## config.mk

```make
export PLATFORM = sky130hd
export DESIGN_NAME = mont_top
export DESIGN_NICKNAME = d
export VERILOG_FILES = /design/src/source/mont_pkg.sv /design/src/source/mont_top.sv /design/src/source/mont_regs.sv /design/src/source/mont_ctrl.sv /design/src/source/mont_datapath.sv /design/src/source/digit_adder.sv
export SDC_FILE = /design/constraint.sdc
export NUM_CORES = 1
export LEC_CHECK = 0
export BUFFER_PORTS_ARGS = -buffer_cell sky130_fd_sc_hd__buf_2
export CAP_MARGIN = 20
export CORE_ASPECT_RATIO = 1.1
export CORE_MARGIN = 2
export CORE_UTILIZATION = 55
export CTS_BUF_LIST = sky130_fd_sc_hd__clkbuf_8 sky130_fd_sc_hd__clkbuf_16
export CTS_CLUSTER_DIAMETER = 200
export DETAILED_ROUTE_END_ITERATION = 10
export PLACE_DENSITY = 0.73
export SLEW_MARGIN = 20
export SYNTH_ARGS = -nofsm -noshare
export SYNTH_HDL_FRONTEND = slang
export SYNTH_SLANG_ARGS = --single-unit
```

## constraint.sdc

```tcl
create_clock -name clk -period 4 [get_ports clk]
set_input_delay 0.2 -clock clk [delete_from_list [all_inputs] [get_ports clk]]
set_output_delay 0.2 -clock clk [all_outputs]
set_load 0.01 [all_outputs]
```

## src/source/mont_pkg.sv

```systemverilog
`default_nettype none

package mont_pkg;

    localparam int apb_data_w = 32;
    localparam int apb_addr_w = 8;

    // register map
    localparam logic [apb_addr_w-1:0] addr_ctrl   = 8'h00;
    localparam logic [apb_addr_w-1:0] addr_status = 8'h04;
    localparam logic [apb_addr_w-1:0] addr_a      = 8'h08;
    localparam logic [apb_addr_w-1:0] addr_b      = 8'h0C;
    localparam logic [apb_addr_w-1:0] addr_m      = 8'h10;
    localparam logic [apb_addr_w-1:0] addr_result = 8'h14;

    localparam int ctrl_start_bit  = 0;
    localparam int status_busy_bit = 0;
    localparam int status_done_bit = 1;

    // widest adder word, for WIDTH = 32
    localparam int add_max_w = 35;

    typedef struct packed {
        logic                  psel;
        logic                  penable;
        logic                  pwrite;
        logic [apb_addr_w-1:0] paddr;
        logic [apb_data_w-1:0] pwdata;
    } apb_req_t;

    typedef struct packed {
        logic [apb_data_w-1:0] prdata;
        logic                  pready;
        logic                  pslverr;
    } apb_rsp_t;

    typedef struct packed {
        logic load_a;
        logic shift_a;
        logic acc_clear;
        logic acc_load_sum;
        logic acc_shift;
        logic sel_m;
        logic add_start;
        logic add_sub;
        logic capture_result;
    } dp_ctrl_t;

    typedef struct packed {
        logic a_lsb;
        logic acc_lsb;
        logic add_done;
        logic add_borrow;
    } dp_stat_t;

    // carry sits on top after an add, borrow after a subtract
    typedef union packed {
        logic [add_max_w-1:0] sum;
        struct packed {
            logic                 borrow;
            logic [add_max_w-2:0] diff;
        } sub;
    } add_word_u;

endpackage

`default_nettype wire
```

## src/source/mont_top.sv

```systemverilog
`timescale 1ns/1ps
`default_nettype none

module mont_top #(
    parameter int WIDTH = 32,
    parameter int DIGIT = 8
) (
    input  wire                       clk,
    input  wire                       rst,
    input  wire mont_pkg::apb_req_t   apb_req,
    output mont_pkg::apb_rsp_t        apb_rsp
);

    logic               start;
    logic               busy;
    logic               finish;
    logic [WIDTH-1:0]   a;
    logic [WIDTH-1:0]   b;
    logic [WIDTH-1:0]   m;
    logic [WIDTH-1:0]   result;
    mont_pkg::dp_ctrl_t ctl;
    mont_pkg::dp_stat_t stat;

    mont_regs #(
        .WIDTH (WIDTH)
    ) regs0 (
        .clk     (clk),
        .rst     (rst),
        .apb_req (apb_req),
        .busy    (busy),
        .finish  (finish),
        .result  (result),
        .apb_rsp (apb_rsp),
        .start   (start),
        .a       (a),
        .b       (b),
        .m       (m)
    );

    mont_ctrl #(
        .WIDTH (WIDTH)
    ) ctrl0 (
        .clk    (clk),
        .rst    (rst),
        .start  (start),
        .stat   (stat),
        .ctl    (ctl),
        .busy   (busy),
        .finish (finish)
    );

    mont_datapath #(
        .WIDTH (WIDTH),
        .DIGIT (DIGIT)
    ) dp0 (
        .clk    (clk),
        .rst    (rst),
        .ctl    (ctl),
        .a      (a),
        .b      (b),
        .m      (m),
        .stat   (stat),
        .result (result)
    );

endmodule

`default_nettype wire

```

## src/source/mont_regs.sv

```systemverilog
`timescale 1ns/1ps
`default_nettype none

module mont_regs #(
    parameter int WIDTH = 32
) (
    input  wire                        clk,
    input  wire                        rst,
    input  wire mont_pkg::apb_req_t    apb_req,
    input  wire                        busy,
    input  wire                        finish,
    input  wire [WIDTH-1:0]            result,
    output mont_pkg::apb_rsp_t         apb_rsp,
    output logic                       start,
    output logic [WIDTH-1:0]           a,
    output logic [WIDTH-1:0]           b,
    output logic [WIDTH-1:0]           m
);

    localparam int dw = mont_pkg::apb_data_w;

    logic          access;
    logic          wr_acc;
    logic          addr_ok;
    logic          wr_bad;
    logic          wr_ok;
    logic          done_flag;
    logic [dw-1:0] status_w;
    logic [dw-1:0] rdata;

    assign access = apb_req.psel && apb_req.penable;
    assign wr_acc = access && apb_req.pwrite;

    always_comb begin
        status_w = '0;
        status_w[mont_pkg::status_busy_bit] = busy;
        status_w[mont_pkg::status_done_bit] = done_flag;
    end

    // address decode, read mux and write legality
    always_comb begin
        addr_ok = 1'b1;
        wr_bad  = 1'b0;
        rdata   = '0;
        case (apb_req.paddr)
            mont_pkg::addr_ctrl: begin
                wr_bad = busy && apb_req.pwdata[mont_pkg::ctrl_start_bit];
            end
            mont_pkg::addr_status: begin
                rdata  = status_w;
                wr_bad = 1'b1;
            end
            mont_pkg::addr_a: begin
                rdata  = dw'(a);
                wr_bad = busy;
            end
            mont_pkg::addr_b: begin
                rdata  = dw'(b);
                wr_bad = busy;
            end
            mont_pkg::addr_m: begin
                rdata  = dw'(m);
                wr_bad = busy;
            end
            mont_pkg::addr_result: begin
                rdata  = dw'(result);
                wr_bad = 1'b1;
            end
            default: begin
                addr_ok = 1'b0;
            end
        endcase
    end

    assign wr_ok = wr_acc && addr_ok && !wr_bad;

    assign apb_rsp.prdata  = rdata;
    assign apb_rsp.pready  = 1'b1;
    assign apb_rsp.pslverr = access && (!addr_ok || (apb_req.pwrite && wr_bad));

    always_ff @(posedge clk) begin
        if (rst) begin
            a         <= '0;
            b         <= '0;
            m         <= '0;
            start     <= 1'b0;
            done_flag <= 1'b0;
        end else begin
            start <= 1'b0;
            if (finish) begin
                done_flag <= 1'b1;
            end
            if (wr_ok) begin
                case (apb_req.paddr)
                    mont_pkg::addr_ctrl: begin
                        if (apb_req.pwdata[mont_pkg::ctrl_start_bit]) begin
                            start     <= 1'b1;
                            done_flag <= 1'b0;
                        end
                    end
                    mont_pkg::addr_a: a <= apb_req.pwdata[WIDTH-1:0];
                    mont_pkg::addr_b: b <= apb_req.pwdata[WIDTH-1:0];
                    mont_pkg::addr_m: m <= apb_req.pwdata[WIDTH-1:0];
                    default: ;
                endcase
            end
        end
    end

endmodule

`default_nettype wire

```

## src/source/mont_ctrl.sv

```systemverilog
`timescale 1ns/1ps
`default_nettype none

module mont_ctrl #(
    parameter int WIDTH = 32
) (
    input  wire                       clk,
    input  wire                       rst,
    input  wire                       start,
    input  wire mont_pkg::dp_stat_t   stat,
    output mont_pkg::dp_ctrl_t        ctl,
    output logic                      busy,
    output logic                      finish
);

    localparam int cnt_w = $clog2(WIDTH + 1);

    localparam logic [2:0] st_idle    = 3'd0;
    localparam logic [2:0] st_bit     = 3'd1;
    localparam logic [2:0] st_add_b   = 3'd2;
    localparam logic [2:0] st_par     = 3'd3;
    localparam logic [2:0] st_add_m   = 3'd4;
    localparam logic [2:0] st_shift   = 3'd5;
    localparam logic [2:0] st_sub     = 3'd6;
    localparam logic [2:0] st_sub_chk = 3'd7;

    logic [2:0]       state;
    logic [2:0]       state_nxt;
    logic [cnt_w-1:0] bit_cnt;

    always_ff @(posedge clk) begin
        if (rst) begin
            state   <= st_idle;
            bit_cnt <= '0;
        end else begin
            state <= state_nxt;
            if (state == st_idle && start) begin
                bit_cnt <= cnt_w'(WIDTH);
            end else if (state == st_shift) begin
                bit_cnt <= bit_cnt - 1'b1;
            end
        end
    end

    always_comb begin
        state_nxt = state;
        ctl       = '0;
        finish    = 1'b0;
        case (state)
            st_idle: begin
                if (start) begin
                    ctl.load_a    = 1'b1;
                    ctl.acc_clear = 1'b1;
                    state_nxt     = st_bit;
                end
            end
            st_bit: begin
                if (bit_cnt == '0) begin
                    // loop done, C may already be reduced
                    ctl.capture_result = 1'b1;
                    state_nxt          = st_sub;
                end else if (stat.a_lsb) begin
                    ctl.add_start = 1'b1;
                    state_nxt     = st_add_b;
                end else begin
                    state_nxt = st_par;
                end
            end
            st_add_b: begin
                if (stat.add_done) begin
                    ctl.acc_load_sum = 1'b1;
                    state_nxt        = st_par;
                end
            end
            st_par: begin
                if (stat.acc_lsb) begin
                    ctl.sel_m     = 1'b1;
                    ctl.add_start = 1'b1;
                    state_nxt     = st_add_m;
                end else begin
                    state_nxt = st_shift;
                end
            end
            st_add_m: begin
                ctl.sel_m = 1'b1;
                if (stat.add_done) begin
                    ctl.acc_load_sum = 1'b1;
                    state_nxt        = st_shift;
                end
            end
            st_shift: begin
                ctl.acc_shift = 1'b1;
                ctl.shift_a   = 1'b1;
                state_nxt     = st_bit;
            end
            st_sub: begin
                ctl.sel_m     = 1'b1;
                ctl.add_sub   = 1'b1;
                ctl.add_start = 1'b1;
                state_nxt     = st_sub_chk;
            end
            st_sub_chk: begin
                ctl.sel_m   = 1'b1;
                ctl.add_sub = 1'b1;
                if (stat.add_done) begin
                    if (stat.add_borrow) begin
                        finish    = 1'b1;
                        state_nxt = st_idle;
                    end else begin
                        ctl.acc_load_sum   = 1'b1;
                        ctl.capture_result = 1'b1;
                        state_nxt          = st_sub;
                    end
                end
            end
            default: begin
                state_nxt = st_idle;
            end
        endcase
    end

    assign busy = (state != st_idle);

endmodule

`default_nettype wire

```

## src/source/mont_datapath.sv

```systemverilog
`timescale 1ns/1ps
`default_nettype none

module mont_datapath #(
    parameter int WIDTH = 32,
    parameter int DIGIT = 8
) (
    input  wire                       clk,
    input  wire                       rst,
    input  wire mont_pkg::dp_ctrl_t   ctl,
    input  wire [WIDTH-1:0]           a,
    input  wire [WIDTH-1:0]           b,
    input  wire [WIDTH-1:0]           m,
    output mont_pkg::dp_stat_t        stat,
    output logic [WIDTH-1:0]          result
);

    localparam int cw = WIDTH + 2;

    logic [WIDTH-1:0]    a_sh;
    logic [cw-1:0]       acc;
    logic [cw-1:0]       acc_nxt;
    logic [cw-1:0]       add_y;
    mont_pkg::add_word_u add_sum;
    logic                add_done;

    // operand A, consumed lsb first
    always_ff @(posedge clk) begin
        if (ctl.load_a) begin
            a_sh <= a;
        end else if (ctl.shift_a) begin
            a_sh <= a_sh >> 1;
        end
    end

    assign add_y = ctl.sel_m ? {2'b00, m} : {2'b00, b};

    digit_adder #(
        .WIDTH (WIDTH),
        .DIGIT (DIGIT)
    ) adder0 (
        .clk      (clk),
        .rst      (rst),
        .start    (ctl.add_start),
        .subtract (ctl.add_sub),
        .x        (acc),
        .y        (add_y),
        .sum      (add_sum),
        .done     (add_done)
    );

    // accumulator C next value
    always_comb begin
        acc_nxt = acc;
        if (ctl.acc_clear) begin
            acc_nxt = '0;
        end else if (ctl.acc_load_sum) begin
            acc_nxt = ctl.add_sub ? add_sum.sub.diff[cw-1:0] : add_sum.sum[cw-1:0];
        end else if (ctl.acc_shift) begin
            acc_nxt = acc >> 1;
        end
    end

    always_ff @(posedge clk) begin
        acc <= acc_nxt;
    end

    // result picks up C as it is being written
    always_ff @(posedge clk) begin
        if (rst) begin
            result <= '0;
        end else if (ctl.capture_result) begin
            result <= acc_nxt[WIDTH-1:0];
        end
    end

    assign stat.a_lsb      = a_sh[0];
    assign stat.acc_lsb    = acc[0];
    assign stat.add_done   = add_done;
    assign stat.add_borrow = add_sum.sub.borrow;

endmodule

`default_nettype wire

```

## src/source/digit_adder.sv

```systemverilog
`timescale 1ns/1ps
`default_nettype none

module digit_adder #(
    parameter int WIDTH = 32,
    parameter int DIGIT = 8
) (
    input  wire                  clk,
    input  wire                  rst,
    input  wire                  start,
    input  wire                  subtract,
    input  wire [WIDTH+1:0]      x,
    input  wire [WIDTH+1:0]      y,
    output mont_pkg::add_word_u  sum,
    output logic                 done
);

    localparam int ow     = WIDTH + 2;
    localparam int nd     = (ow + DIGIT - 1) / DIGIT;
    localparam int pw     = nd * DIGIT;
    localparam int cnt_w  = $clog2(nd + 1);
    localparam int sw     = mont_pkg::add_max_w;
    localparam int diff_w = mont_pkg::add_max_w - 1;

    logic [ow-1:0]    y_op;
    logic [pw-1:0]    x_ext;
    logic [pw-1:0]    y_ext;
    logic [pw-1:0]    x_sh;
    logic [pw-1:0]    y_sh;
    logic [pw-1:0]    acc;
    logic [DIGIT-1:0] dig_x;
    logic [DIGIT-1:0] dig_y;
    logic             dig_c;
    logic [DIGIT:0]   dig_sum;
    logic             cy;
    logic             sub_q;
    logic [cnt_w-1:0] left;
    logic [pw:0]      full;
    logic             top;

    // subtract is x + ~y + 1 over the operand width
    assign y_op  = subtract ? ~y : y;
    assign x_ext = pw'(x);
    assign y_ext = pw'(y_op);

    // first digit goes in on the start cycle itself
    assign dig_x   = start ? x_ext[DIGIT-1:0] : x_sh[DIGIT-1:0];
    assign dig_y   = start ? y_ext[DIGIT-1:0] : y_sh[DIGIT-1:0];
    assign dig_c   = start ? subtract : cy;
    assign dig_sum = {1'b0, dig_x} + {1'b0, dig_y} + {{DIGIT{1'b0}}, dig_c};

    always_ff @(posedge clk) begin
        if (rst) begin
            left  <= '0;
            done  <= 1'b0;
            sub_q <= 1'b0;
            cy    <= 1'b0;
        end else begin
            done <= 1'b0;
            if (start) begin
                left  <= cnt_w'(nd - 1);
                done  <= (nd == 1);
                sub_q <= subtract;
            end else if (left != '0) begin
                left <= left - 1'b1;
                done <= (left == 1);
            end
            if (start || left != '0) begin
                cy <= dig_sum[DIGIT];
            end
        end
    end

    always_ff @(posedge clk) begin
        if (start || left != '0) begin
            x_sh <= (start ? x_ext : x_sh) >> DIGIT;
            y_sh <= (start ? y_ext : y_sh) >> DIGIT;
            acc  <= (acc >> DIGIT) | (pw'(dig_sum[DIGIT-1:0]) << (pw - DIGIT));
        end
    end

    assign full = {cy, acc};
    assign top  = full[ow];

    // difference is sign extended so the borrow lands in the union's top bit
    always_comb begin
        if (sub_q) begin
            sum.sub.borrow = ~top;
            sum.sub.diff   = diff_w'($signed({~top, full[ow-1:0]}));
        end else begin
            sum.sum = sw'(full[ow:0]);
        end
    end

endmodule

`default_nettype wire

```

# Word level (Yosys, flattened, before mapping)
# Index checks and enable logic that the tools add are counted.
# W data, S select, Z words.
[op_classes]
bitwise = 6
mux = 52
add_sub_neg = 4
reduce_logical = 35
n_eq_ne = 17
[ops]
columns = ["cell", "count"]
rows = [
  ["$pmux W32 S5", 1],
  ["$mux W32", 4],
  ["$mux W34", 3],
  ["$mux W26", 2],
  ["$or A32 B40 Y40", 1],
  ["$mux W35", 1],
  ["$not A34 Y34", 1],
  ["$mux W3", 8],
  ["$pmux W3 S8", 1],
  ["$mux W1", 22],
  ["$eq A8 B4 Y1 const B", 2],
  ["$eq A8 B5 Y1 const B", 2],
  ["$mux W8", 2],
  ["$eq A3 B3 Y1 const B", 4],
  ["$mux W6", 2],
  ["$reduce_or A3 Y1", 4],
  ["$reduce_or A2 Y1", 5],
  ["$add A8 B8 Y9", 1],
  ["$add A9 B1 Y9", 1],
  ["$eq A8 B3 Y1 const B", 1],
  ["$logic_and A1 B1 Y1", 8],
  ["$logic_not A8 Y1", 1],
  ["$reduce_bool A2 Y1", 4],
  ["$eq A3 B1 Y1 const B", 2],
  ["other kinds (17)", 31],
]
[totals]
register_bits = 303
wordCells = 138
in_bits = 45
out_inout_bits = 34

# Depth between registers and ports, before layout
# Gate-level depths: netlist of the first run.
[depth]
word_depth = 10
mapped_depth = 15
depth_no_buf = 13

# Hierarchy
# Synthesis of the first run repeated with hierarchy kept, for this count alone.
[hier_totals]
hier_cells = 1339
hier_area_um2 = 14814.2
[by_module_without_submodules]
columns = ["module", "seq_area_each_um2", "instances", "area_per_inst_um2", "cells_per_inst"]
rows = [
  ["mont_datapath", 2282.2, 1, 4992.3, 431],
  ["digit_adder", 2882.8, 1, 4672.0, 340],
  ["mont_regs", 1961.9, 1, 4548.1, 490],
  ["mont_ctrl", 180.2, 1, 601.8, 78],
]

# Worst setup path after synthesis of the first run
# OpenSTA, ideal clock, no wires.
[synth_path]
path_type = "register to register"
startpoint = "register ctrl0.bit_cnt[2]"
endpoint = "register dp0.adder0.acc[0], enable pin"
required_ps = 3133
path_stages_with_launch = 7
period_less_slack_ps = 4004
setup_ps = 867
path_buffers = 2
arrival_time_ps = 3137
path_slack_ps = -4
path_cell_list = "dfxtp_1 or3_4 or3b_4 a31oi_4 buf_6 buf_6 nand2_1"
[synth_via]
elab_chain_len = 4
[synth_rtl]
columns = ["item", "line_no", "text"]
rows = [
  ["start, declared", "mont_ctrl.sv:29", "logic [cnt_w-1:0] bit_cnt;"],
  ["start signal, assigned", "mont_ctrl.sv:38", "bit_cnt <= cnt_w'(WIDTH);"],
  ["start signal, assigned", "mont_ctrl.sv:40", "bit_cnt <= bit_cnt - 1'b1;"],
  ["$logic_not A6 Y1", "mont_ctrl.sv:58", "if (bit_cnt == '0) begin"],
  ["$mux W1", "mont_ctrl.sv:58", ""],
  ["$pmux W1 S3", "mont_ctrl.sv:49", "case (state)"],
  ["$logic_or A1 B1 Y1", "digit_adder.sv:75", "if (start || left != '0) begin"],
  ["end signal, assigned", "digit_adder.sv:78", "acc <= (acc >> DIGIT) | (pw'(dig_sum[DIGIT-1:0]) << (pw - DIGIT));"],
  ["end, declared", "digit_adder.sv:30", "logic [pw-1:0] acc;"],
]
# Every way passes these cells.
# A chain may end at the register's enable or synchronous reset.

# Final worst setup path of the first run
[layout_path]
startpoint = "register ctrl0.state[1]"
endpoint = "register dp0.adder0.acc[38] (data pin)"
[layout_via]
elab_chain_len = 10
elab_cells_between_ends = 19
classes_between = "2 x add/sub; 5 x eq/ne; 8 x mux; 2 x bitwise; 2 x reduce/logical"
[layout_rtl]
columns = ["item", "line_no", "text"]
rows = [
  ["start, declared", "mont_ctrl.sv:27", "logic [2:0] state;"],
  ["start signal, assigned", "mont_ctrl.sv:33", "state <= st_idle;"],
  ["start signal, assigned", "mont_ctrl.sv:36", "state <= state_nxt;"],
  ["$eq A3 B3 Y1", "mont_ctrl.sv:49", ""],
  ["$reduce_or A3 Y1 (no line)", "--", ""],
  ["$pmux W1 S2", "mont_ctrl.sv:49", ""],
  ["$mux W32", "mont_datapath.sv:36", "assign add_y = ctl.sel_m ? {2'b00, m} : {2'b00, b};"],
  ["$not A34 Y34", "digit_adder.sv:42", "assign y_op = subtract ? ~y : y;"],
  ["$mux W34", "digit_adder.sv:42", ""],
  ["$mux W8", "digit_adder.sv:48", "assign dig_y = start ? y_ext[DIGIT-1:0] : y_sh[DIGIT-1:0];"],
  ["$add A8 B8 Y9", "digit_adder.sv:50", "assign dig_sum = {1'b0, dig_x} + {1'b0, dig_y} + {{DIGIT{1'b0}}, dig_c};"],
  ["$add A9 B1 Y9 (*)", "digit_adder.sv:50", ""],
  ["via dp0.adder0.dig_sum[6]", "digit_adder.sv:34", "logic [DIGIT:0] dig_sum;"],
  ["$or A32 B40 Y40 (*)", "digit_adder.sv:78", ""],
]
# The timed path passes the listed nets; every way through them passes the cells marked *.

==> results of run 1 <==
==> repair_timing <==
| action | in CTS | in global routing |
|---|---|---|
| hold buffers | 32 | 0 |
| gates resized for setup | 0 | 0 |
| hold endpoints to repair | 96 | 0 |
| setup endpoints to repair | 0 | 0 |
==> worst paths after layout <==
check	startpoint	to	slack, ns	cells past startpoint
max reg2reg	ctrl0.state[1]$_SDFFE_PP0P_	dp0.adder0.acc[38]$_DFFE_PP_	0.36	12
min reg2reg	dp0.adder0.acc[35]$_DFFE_PP_	dp0.adder0.acc[27]$_DFFE_PP_	0.42	0
max	ctrl0.state[1]$_SDFFE_PP0P_	dp0.adder0.acc[38]$_DFFE_PP_	0.36	12
min	rst	regs0.a[30]$_SDFFE_PP0P_	0.05	2
==> sequential cells by signal, summed over array words and instances (netlist names), 6 cells and up <==
register         flops
regs0.a             32
regs0.m             32
regs0.b             32
dp0.adder0.x_sh     26
dp0.adder0.acc      40
ctrl0.bit_cnt        6
dp0.result          32
dp0.a_sh            32
dp0.adder0.y_sh     25
dp0.acc             34
==> metrics by stage <==
| stage | instance area (µm²) | util |
|---|---|---|
| after floorplan | 13600 | - |
| after global placement | 14100 | 0.579 |
| after detailed placement | 14100 | 0.579 |
| after CTS | 15600 | 0.637 |
| after global routing | 15600 | 0.638 |
| final | 15600 | 0.638 |
==> cell usage in the layout, fill, tap and decap left out, drive strengths merged, types with 2 or more instances in the layout <==
cell type,instances
nand2,274
dfxtp,179
mux2i,164
nor2,125
edfxtp,123
buf,102
o21ai,64
a21oi,45
xnor2,38
clkbuf,38
mux2,32
o2bb2ai,32
dlygate4sd3,32
a22oi,31
inv,17
and2,12
ha,11
nor2b,10
nor3,9
clkinvlp,6
a31oi,6
nand4,5
nand2b,5
clkinv,5
nor4,5
a211oi,4
o21a,3
xor2,3
bufinv,3
o22ai,3
and3,2
fa,2
or3,2
or4,2
==> synthesized netlist by cell type, types with 12 or more instances <==
library cell | count | area, µm²
a21oi_1 | 45 | 225
and2_1 | 12 | 75.1
a22oi_1 | 31 | 233
o21ai_0 | 55 | 275
o2bb2ai_1 | 32 | 280
edfxtp_1 | 123 | 3690
xnor2_1 | 38 | 333
clkbuf_1 | 44 | 165
nor2_1 | 125 | 469
dfxtp_1 | 179 | 3580
buf_6 | 21 | 236
nand2_1 | 273 | 1020
mux2_2 | 32 | 360
mux2i_1 | 164 | 1640
==> cell type report <==
cell class | count | area (µm²)
Fill cell | 1902 | 8840
Clock buffer | 38 | 895
Tap cell | 310 | 388
Timing Repair Buffer | 134 | 933
Multi-Input combinational cell | 908 | 5810
Sequential cell | 302 | 7280
Inverter | 11 | 41.3
Clock inverter | 20 | 210
==> kinds of logic (layout without fill, tap and decap cells) <==
| group | after synthesis | after routing | share of synthesized area |
|---|---|---|---|
| simple gates | 458 | 458 | 0.142 |
| flops | 302 | 302 | 0.535 |
| compound gates | 199 | 199 | 0.0953 |
| mux | 196 | 196 | 0.147 |
| buf+inv | 96 | 203 | 0.0409 |
| xor+xnor | 41 | 41 | 0.0264 |
| fa+ha+maj | 13 | 13 | 0.0131 |
| other cells | 1 | 1 | 0.000276 |
==> layer usage <==
layer  global-route usage  vias up  part of all wire
met2                0.430      298              0.48
met3               0.0381       53             0.054
met4               0.0760        0             0.023
li1                     -     4718                 -
met1                0.344     4766              0.44
met5                    0        -                 0
==> power groups by stage <==
stage | Sequential (mW) | Combinational (mW) | Clock (mW)
after floorplan | 4.28 | 0.925 | 0
after global placement | 4.42 | 1.23 | 0
after detailed placement | 4.42 | 1.29 | 0
after CTS | 4.37 | 1.32 | 3.07
after global routing | 4.41 | 1.48 | 3.20
final | 4.37 | 1.31 | 3.05
==> impl_metrics.tcl, run 1 <==
set metrics [dict create \
    status "finished clean" \
    worstPathCellList "nand2_2 > o21ai_0 > a31o_2 > mux2i_1 > fa_1 > inv_1 > fa_1 > a211oi_1 > nor2_1 > o21a_1 > nor2_1 > xnor2_1" \
    finClkSkew_ns 0.0297 \
    fin_cells 1723 \
    ir_worst_vdd_mv 0.370 \
    fin_tns_setup_ns 0 \
    leakage_nw 5.78 \
    setup_viol 0 \
    min_period_over_period 0.910 \
    totalWireLength_mm 33.5 \
    period_needed_ns 3.64 \
    synthesis.area_um2 13600 \
    nNetsFinal 1446 \
    path_delay_family "compound AO/OA/AOI/OAI gates" \
    whs_ns 0.0463 \
    finalPower_mw 8.72 \
    crit_required_ns 4.33 \
    cp_slowest_stage_delay_ns 0.61 \
    cts_num_sinks 302 \
    fp.dieArea_um2 26000 \
    clkSlewWorstSetupHoldPaths_ns 0.06 \
    drtIter0Drc 797 \
    synthFlopType "dfxtp_1" \
    die_w_um 154 \
    p_seq_frac 0.500 \
    grt-ovfl-total 0 \
    tightestPinTransition_ns 0.915 \
    worst_path_max_delay_cell "dfxtp_1" \
    gp_routability_congestion 0.851 \
    wl_per_cell_um 19.5 \
    place_ws_ns 0.414 \
    p_per_area_nw_per_um2 561 \
    drt.antenna.violating_nets 0 \
    yosys_warnings 0 \
    hold_path_class "in -> reg" \
    cts_buffers 31 \
    die_h_um 169 \
    start_kind "flop" \
    syn_area_per_cell_um2 10.4 \
    clock.fmax_mhz 275 \
    core_um2 24400 \
    critPathMaxFanout 21 \
    switching_share 0.275 \
    crit_arrival_ns 3.97 \
    hpwl_mm 22.2 \
    postCtsSetupBuffers 0 \
    rsz0062_at_grt "false" \
    root_buffer "clkbuf_16" \
    cts_tree "built" \
    dpl.cell_count 1633 \
    drcViolationCount 0 \
    clock_path_buffers 3 \
    synth_edf_count 123 \
    antenna_found_initial 0 \
    synth-seq-cells 302 \
    ys_seq_area_frac 0.535 \
    grt_usage 0.255 \
    p_comb_frac 0.150 \
    syn_to_final_growth_pct 14.4 \
    syn_inst 1306 \
    cp.buffers_inverters 1 \
    criticalPathCategory "reg -> reg" \
    grt_first_pass_wirelength_mm 52.6 \
    start_util 0.557 \
    clkLatencyLatePin_ns 0.58 \
    p_sw_mw 2.40 \
    grt_pass1_vias 9670 \
    row_count 60 \
    vias 9835 \
    synth.distinct_cells 61 \
    cap_violations 0 \
    end_kind "flop" \
    slew_headroom 0.389 \
    hold_viol_final 0 \
    first_pass_iters 5 \
    async_flop_share 0 \
    diodes 0 \
    p_int_mw 6.32 \
    routed_via_density 5.71 \
    layout_setup_ws_ns 0.360 \
    clockPowerShare 0.349 \
    drive_above_1_share 0.149 \
    io_pins 79 \
    grt_max_degree 85 \
    h-tree-depth 1 \
    drv_slew 0 \
    numPortBuffers 77 \
    syn-num-nets 1364 \
]
No activity file was read; power rests on OpenSTA's default activity.
==> run 2: changes to the inputs <==
--- a/config.mk
+++ b/config.mk
@@ -9,12 +9,14 @@
 export CAP_MARGIN = 20
 export CORE_ASPECT_RATIO = 1.1
 export CORE_MARGIN = 2
-export CORE_UTILIZATION = 55
+export CORE_UTILIZATION = 56
 export CTS_BUF_LIST = sky130_fd_sc_hd__clkbuf_8 sky130_fd_sc_hd__clkbuf_16
 export CTS_CLUSTER_DIAMETER = 200
 export DETAILED_ROUTE_END_ITERATION = 10
-export PLACE_DENSITY = 0.73
+export PLACE_DENSITY = 0.74
+export REMOVE_ABC_BUFFERS = 1
 export SLEW_MARGIN = 20
 export SYNTH_ARGS = -nofsm -noshare
 export SYNTH_HDL_FRONTEND = slang
+export SYNTH_HIERARCHICAL = 1
 export SYNTH_SLANG_ARGS = --single-unit
==> run 2 against run 1 <==
Non-clock buffer count grew 4. Routed wire length is 5.0% higher. Die area up 6.8%. Clock skew fell by 0.016 ns. Clock power hardly changed. Final area increased by 5.5%. Flip-flop and latch count up 1. Via count grew 1.4%. Global-route usage is 0.25 points lower. Synthesized cell count rose by 2.5%. Power grew 12%. Sequential power grew 8.7%.
==> impl_metrics.tcl, run 2 <==
set metrics [dict create \
    vias 9977 \
    crit_required_ns 4.32 \
    whs_ns 0.0574 \
    clock.fmax_mhz 295 \
    die_h_um 175 \
    first_pass_iters 5 \
    synthFlopType "dfxtp_1" \
    mostFrequentLayoutCell "dfxtp_1" \
    reg_top3 "dp0/adder0/acc (40), dp0/acc (34)" \
    cts-resized-gates 0 \
    totalWireLength_mm 35.2 \
    antenna_found_initial 0 \
    grt_usage 0.253 \
    worst_path_max_delay_cell "dfxtp_1" \
    setup_viol 0 \
    yosys_warnings 6 \
    path_delay_family "compound AO/OA/AOI/OAI gates" \
    drcViolationCount 0 \
    die_w_um 159 \
    diodes 0 \
    gp_routability_congestion 0.842 \
    layout_common_cells "dfxtp_1, nand2_1, mux2i_1, edfxtp_1, buf_2" \
    syn_inst 1339 \
    drtIter0Drc 736 \
    drv_slew 0 \
    hold_path_class "in -> reg" \
    syn_to_final_growth_pct 10.8 \
    start_kind "flop" \
    min_period_over_period 0.847 \
    synth-seq-cells 303 \
    synth_commonest_cells "dfxtp_1, nand2_1, mux2i_1, edfxtp_1, mux2_1" \
    end_kind "flop" \
    grt-ovfl-total 0 \
    cp_slowest_stage_delay_ns 0.71 \
    row_count 62 \
    utilization 0.630 \
    finClkSkew_ns 0.0138 \
    hold_depth 2 \
    criticalPathCategory "reg -> reg" \
    synthesis.area_um2 14800 \
    grt_first_pass_wirelength_mm 56.0 \
    root_buffer "clkbuf_16" \
    cp.depth 11 \
    slew_headroom 0.441 \
    nNetsFinal 1440 \
    yosysTopAreaCell "edfxtp_1" \
    wl_per_cell_um 20.0 \
    drive_above_1_share 0.195 \
    cap_violations 0 \
    ir_worst_vdd_mv 0.393 \
    synth_edf_count 124 \
    hold_viol_final 0 \
    routed_via_density 5.67 \
    synth.distinct_cells 70 \
    critPathMaxFanout 17 \
    numPortBuffers 77 \
    synth_area_leaders "edfxtp_1, dfxtp_1, mux2i_1, mux2_1, nand2_1" \
    async_flop_share 0 \
    period_needed_ns 3.39 \
    leakage_nw 6.43 \
    syn_area_per_cell_um2 11.1 \
    synth.most_common_cell "dfxtp_1" \
    crit_arrival_ns 3.71 \
    clkLatencyLatePin_ns 0.58 \
    cp.buffers_inverters 1 \
    status "finished clean" \
    drt.antenna.violating_nets 0 \
    rsz0062_at_grt "false" \
    tightestPinTransition_ns 0.828 \
    h-tree-depth 1 \
    crit_top_cell "a21oi_1" \
    cts_num_sinks 303 \
    core_um2 26100 \
    cts_tree "built" \
    r2r_setup_slack_ns 0.61 \
    synth_top_area_frac 0.251 \
    r2r_cells 11 \
    io_pins 79 \
    grt_pass1_vias 10174 \
    registers.top_by_ff_count "dp0/adder0/acc" \
    final.fill_count 2133 \
    fp.dieArea_um2 27800 \
    hpwl_mm 22.3 \
    cts_buffers 31 \
    largest_reg_flops 40 \
    grt_max_degree 56 \
    clock_path_buffers 3 \
    p_per_area_nw_per_um2 596 \
    clkSlewWorstSetupHoldPaths_ns 0.06 \
    postCtsSetupBuffers 0 \
    ys_seq_area_frac 0.493 \
    worstPathCellList "a21oi_1 > a21oi_4 > buf_4 > mux2_1 > xnor2_1 > a21oi_1 > fa_1 > a21oi_1 > o21ai_1 > a21oi_2 > xnor2_1" \
    start_util 0.568 \
]
-- run 2: cell types whose count changed in the layout (fill, tap and decap cells not counted), sizes merged, moves of 32 or more --
cell | previous run | this run
nand2 | 274 | 173
nor2 | 125 | 51
mux2 | 32 | 91
nand2b | 5 | 40
mux2i | 164 | 131
o2bb2ai | 32 | 0
-- run 2: kinds of logic (layout without fill, tap and decap cells) --
logic type | Yosys count | after routing | synth area share
AO/OA/AOI/OAI | 194 | 194 | 0.0943
XOR/XNOR | 48 | 48 | 0.0284
adder cells (fa/ha/maj) | 13 | 13 | 0.0120
buffers and inverters | 143 | 210 | 0.0652
flip-flops | 303 | 303 | 0.493
multiplexers | 222 | 222 | 0.158
other | 2 | 3 | 0.000507
AND/OR/NAND/NOR | 414 | 414 | 0.148
-- run 2: through the flow --
step	area (µm²)	setup WS, ns	cells	power, mW	setup TNS (ns)
after floorplan	13900	-3.57	1211	6.13	-429.79
after global placement	15000	0.794	1669	6.70	0
after detailed placement	15000	0.603	1669	6.79	0
after CTS	16400	0.599	1759	9.85	0
after global routing	16400	0.365	1759	10.3	0
final	16400	0.610	1759	9.79	0
-- run 2: layout make-up --
cell class | instances | area [µm²] | share of cell area
inverter | 14 | 55.1 | 0.00335
multi-input combinational | 894 | 6580 | 0.401
tap | 352 | 440 | 0.0268
clock inverter | 26 | 278 | 0.0169
clock buffer | 32 | 801 | 0.0488
timing repair buffer | 138 | 948 | 0.0578
sequential | 303 | 7310 | 0.445
-- run 2: final timing paths --
kind | start | to
hold / removal | rst | dp0/adder0/sub_q$_SDFFE_PP0P_
setup / recovery | ctrl0/state[0]$_SDFFE_PP0P_ | dp0/adder0/acc[38]$_DFFE_PP_
setup reg to reg | ctrl0/state[0]$_SDFFE_PP0P_ | dp0/adder0/acc[38]$_DFFE_PP_
hold reg to reg | dp0/result[2]$_SDFFE_PP0P_ | dp0/result[2]$_SDFFE_PP0P_
-- run 2: report_power, final --
part           internal [mW]  switching, mW
combinational          0.876           1.12
clock                   1.78           1.25
sequential              4.26          0.496
total                   6.92           2.87
-- run 2: what timing repair did --
| item | CTS | global route |
|---|---|---|
| hold buffers | 32 | 0 |
| setup endpoints to repair | 0 | 0 |
| endpoints found under the hold margin | 96 | 0 |
-- run 2: layer usage --
metal | global-route usage | wire length, µm
met4 | 0.0811 | 967
met3 | 0.0377 | 2250
met5 | 0 | 0
met1 | 0.338 | 15100
met2 | 0.425 | 16900
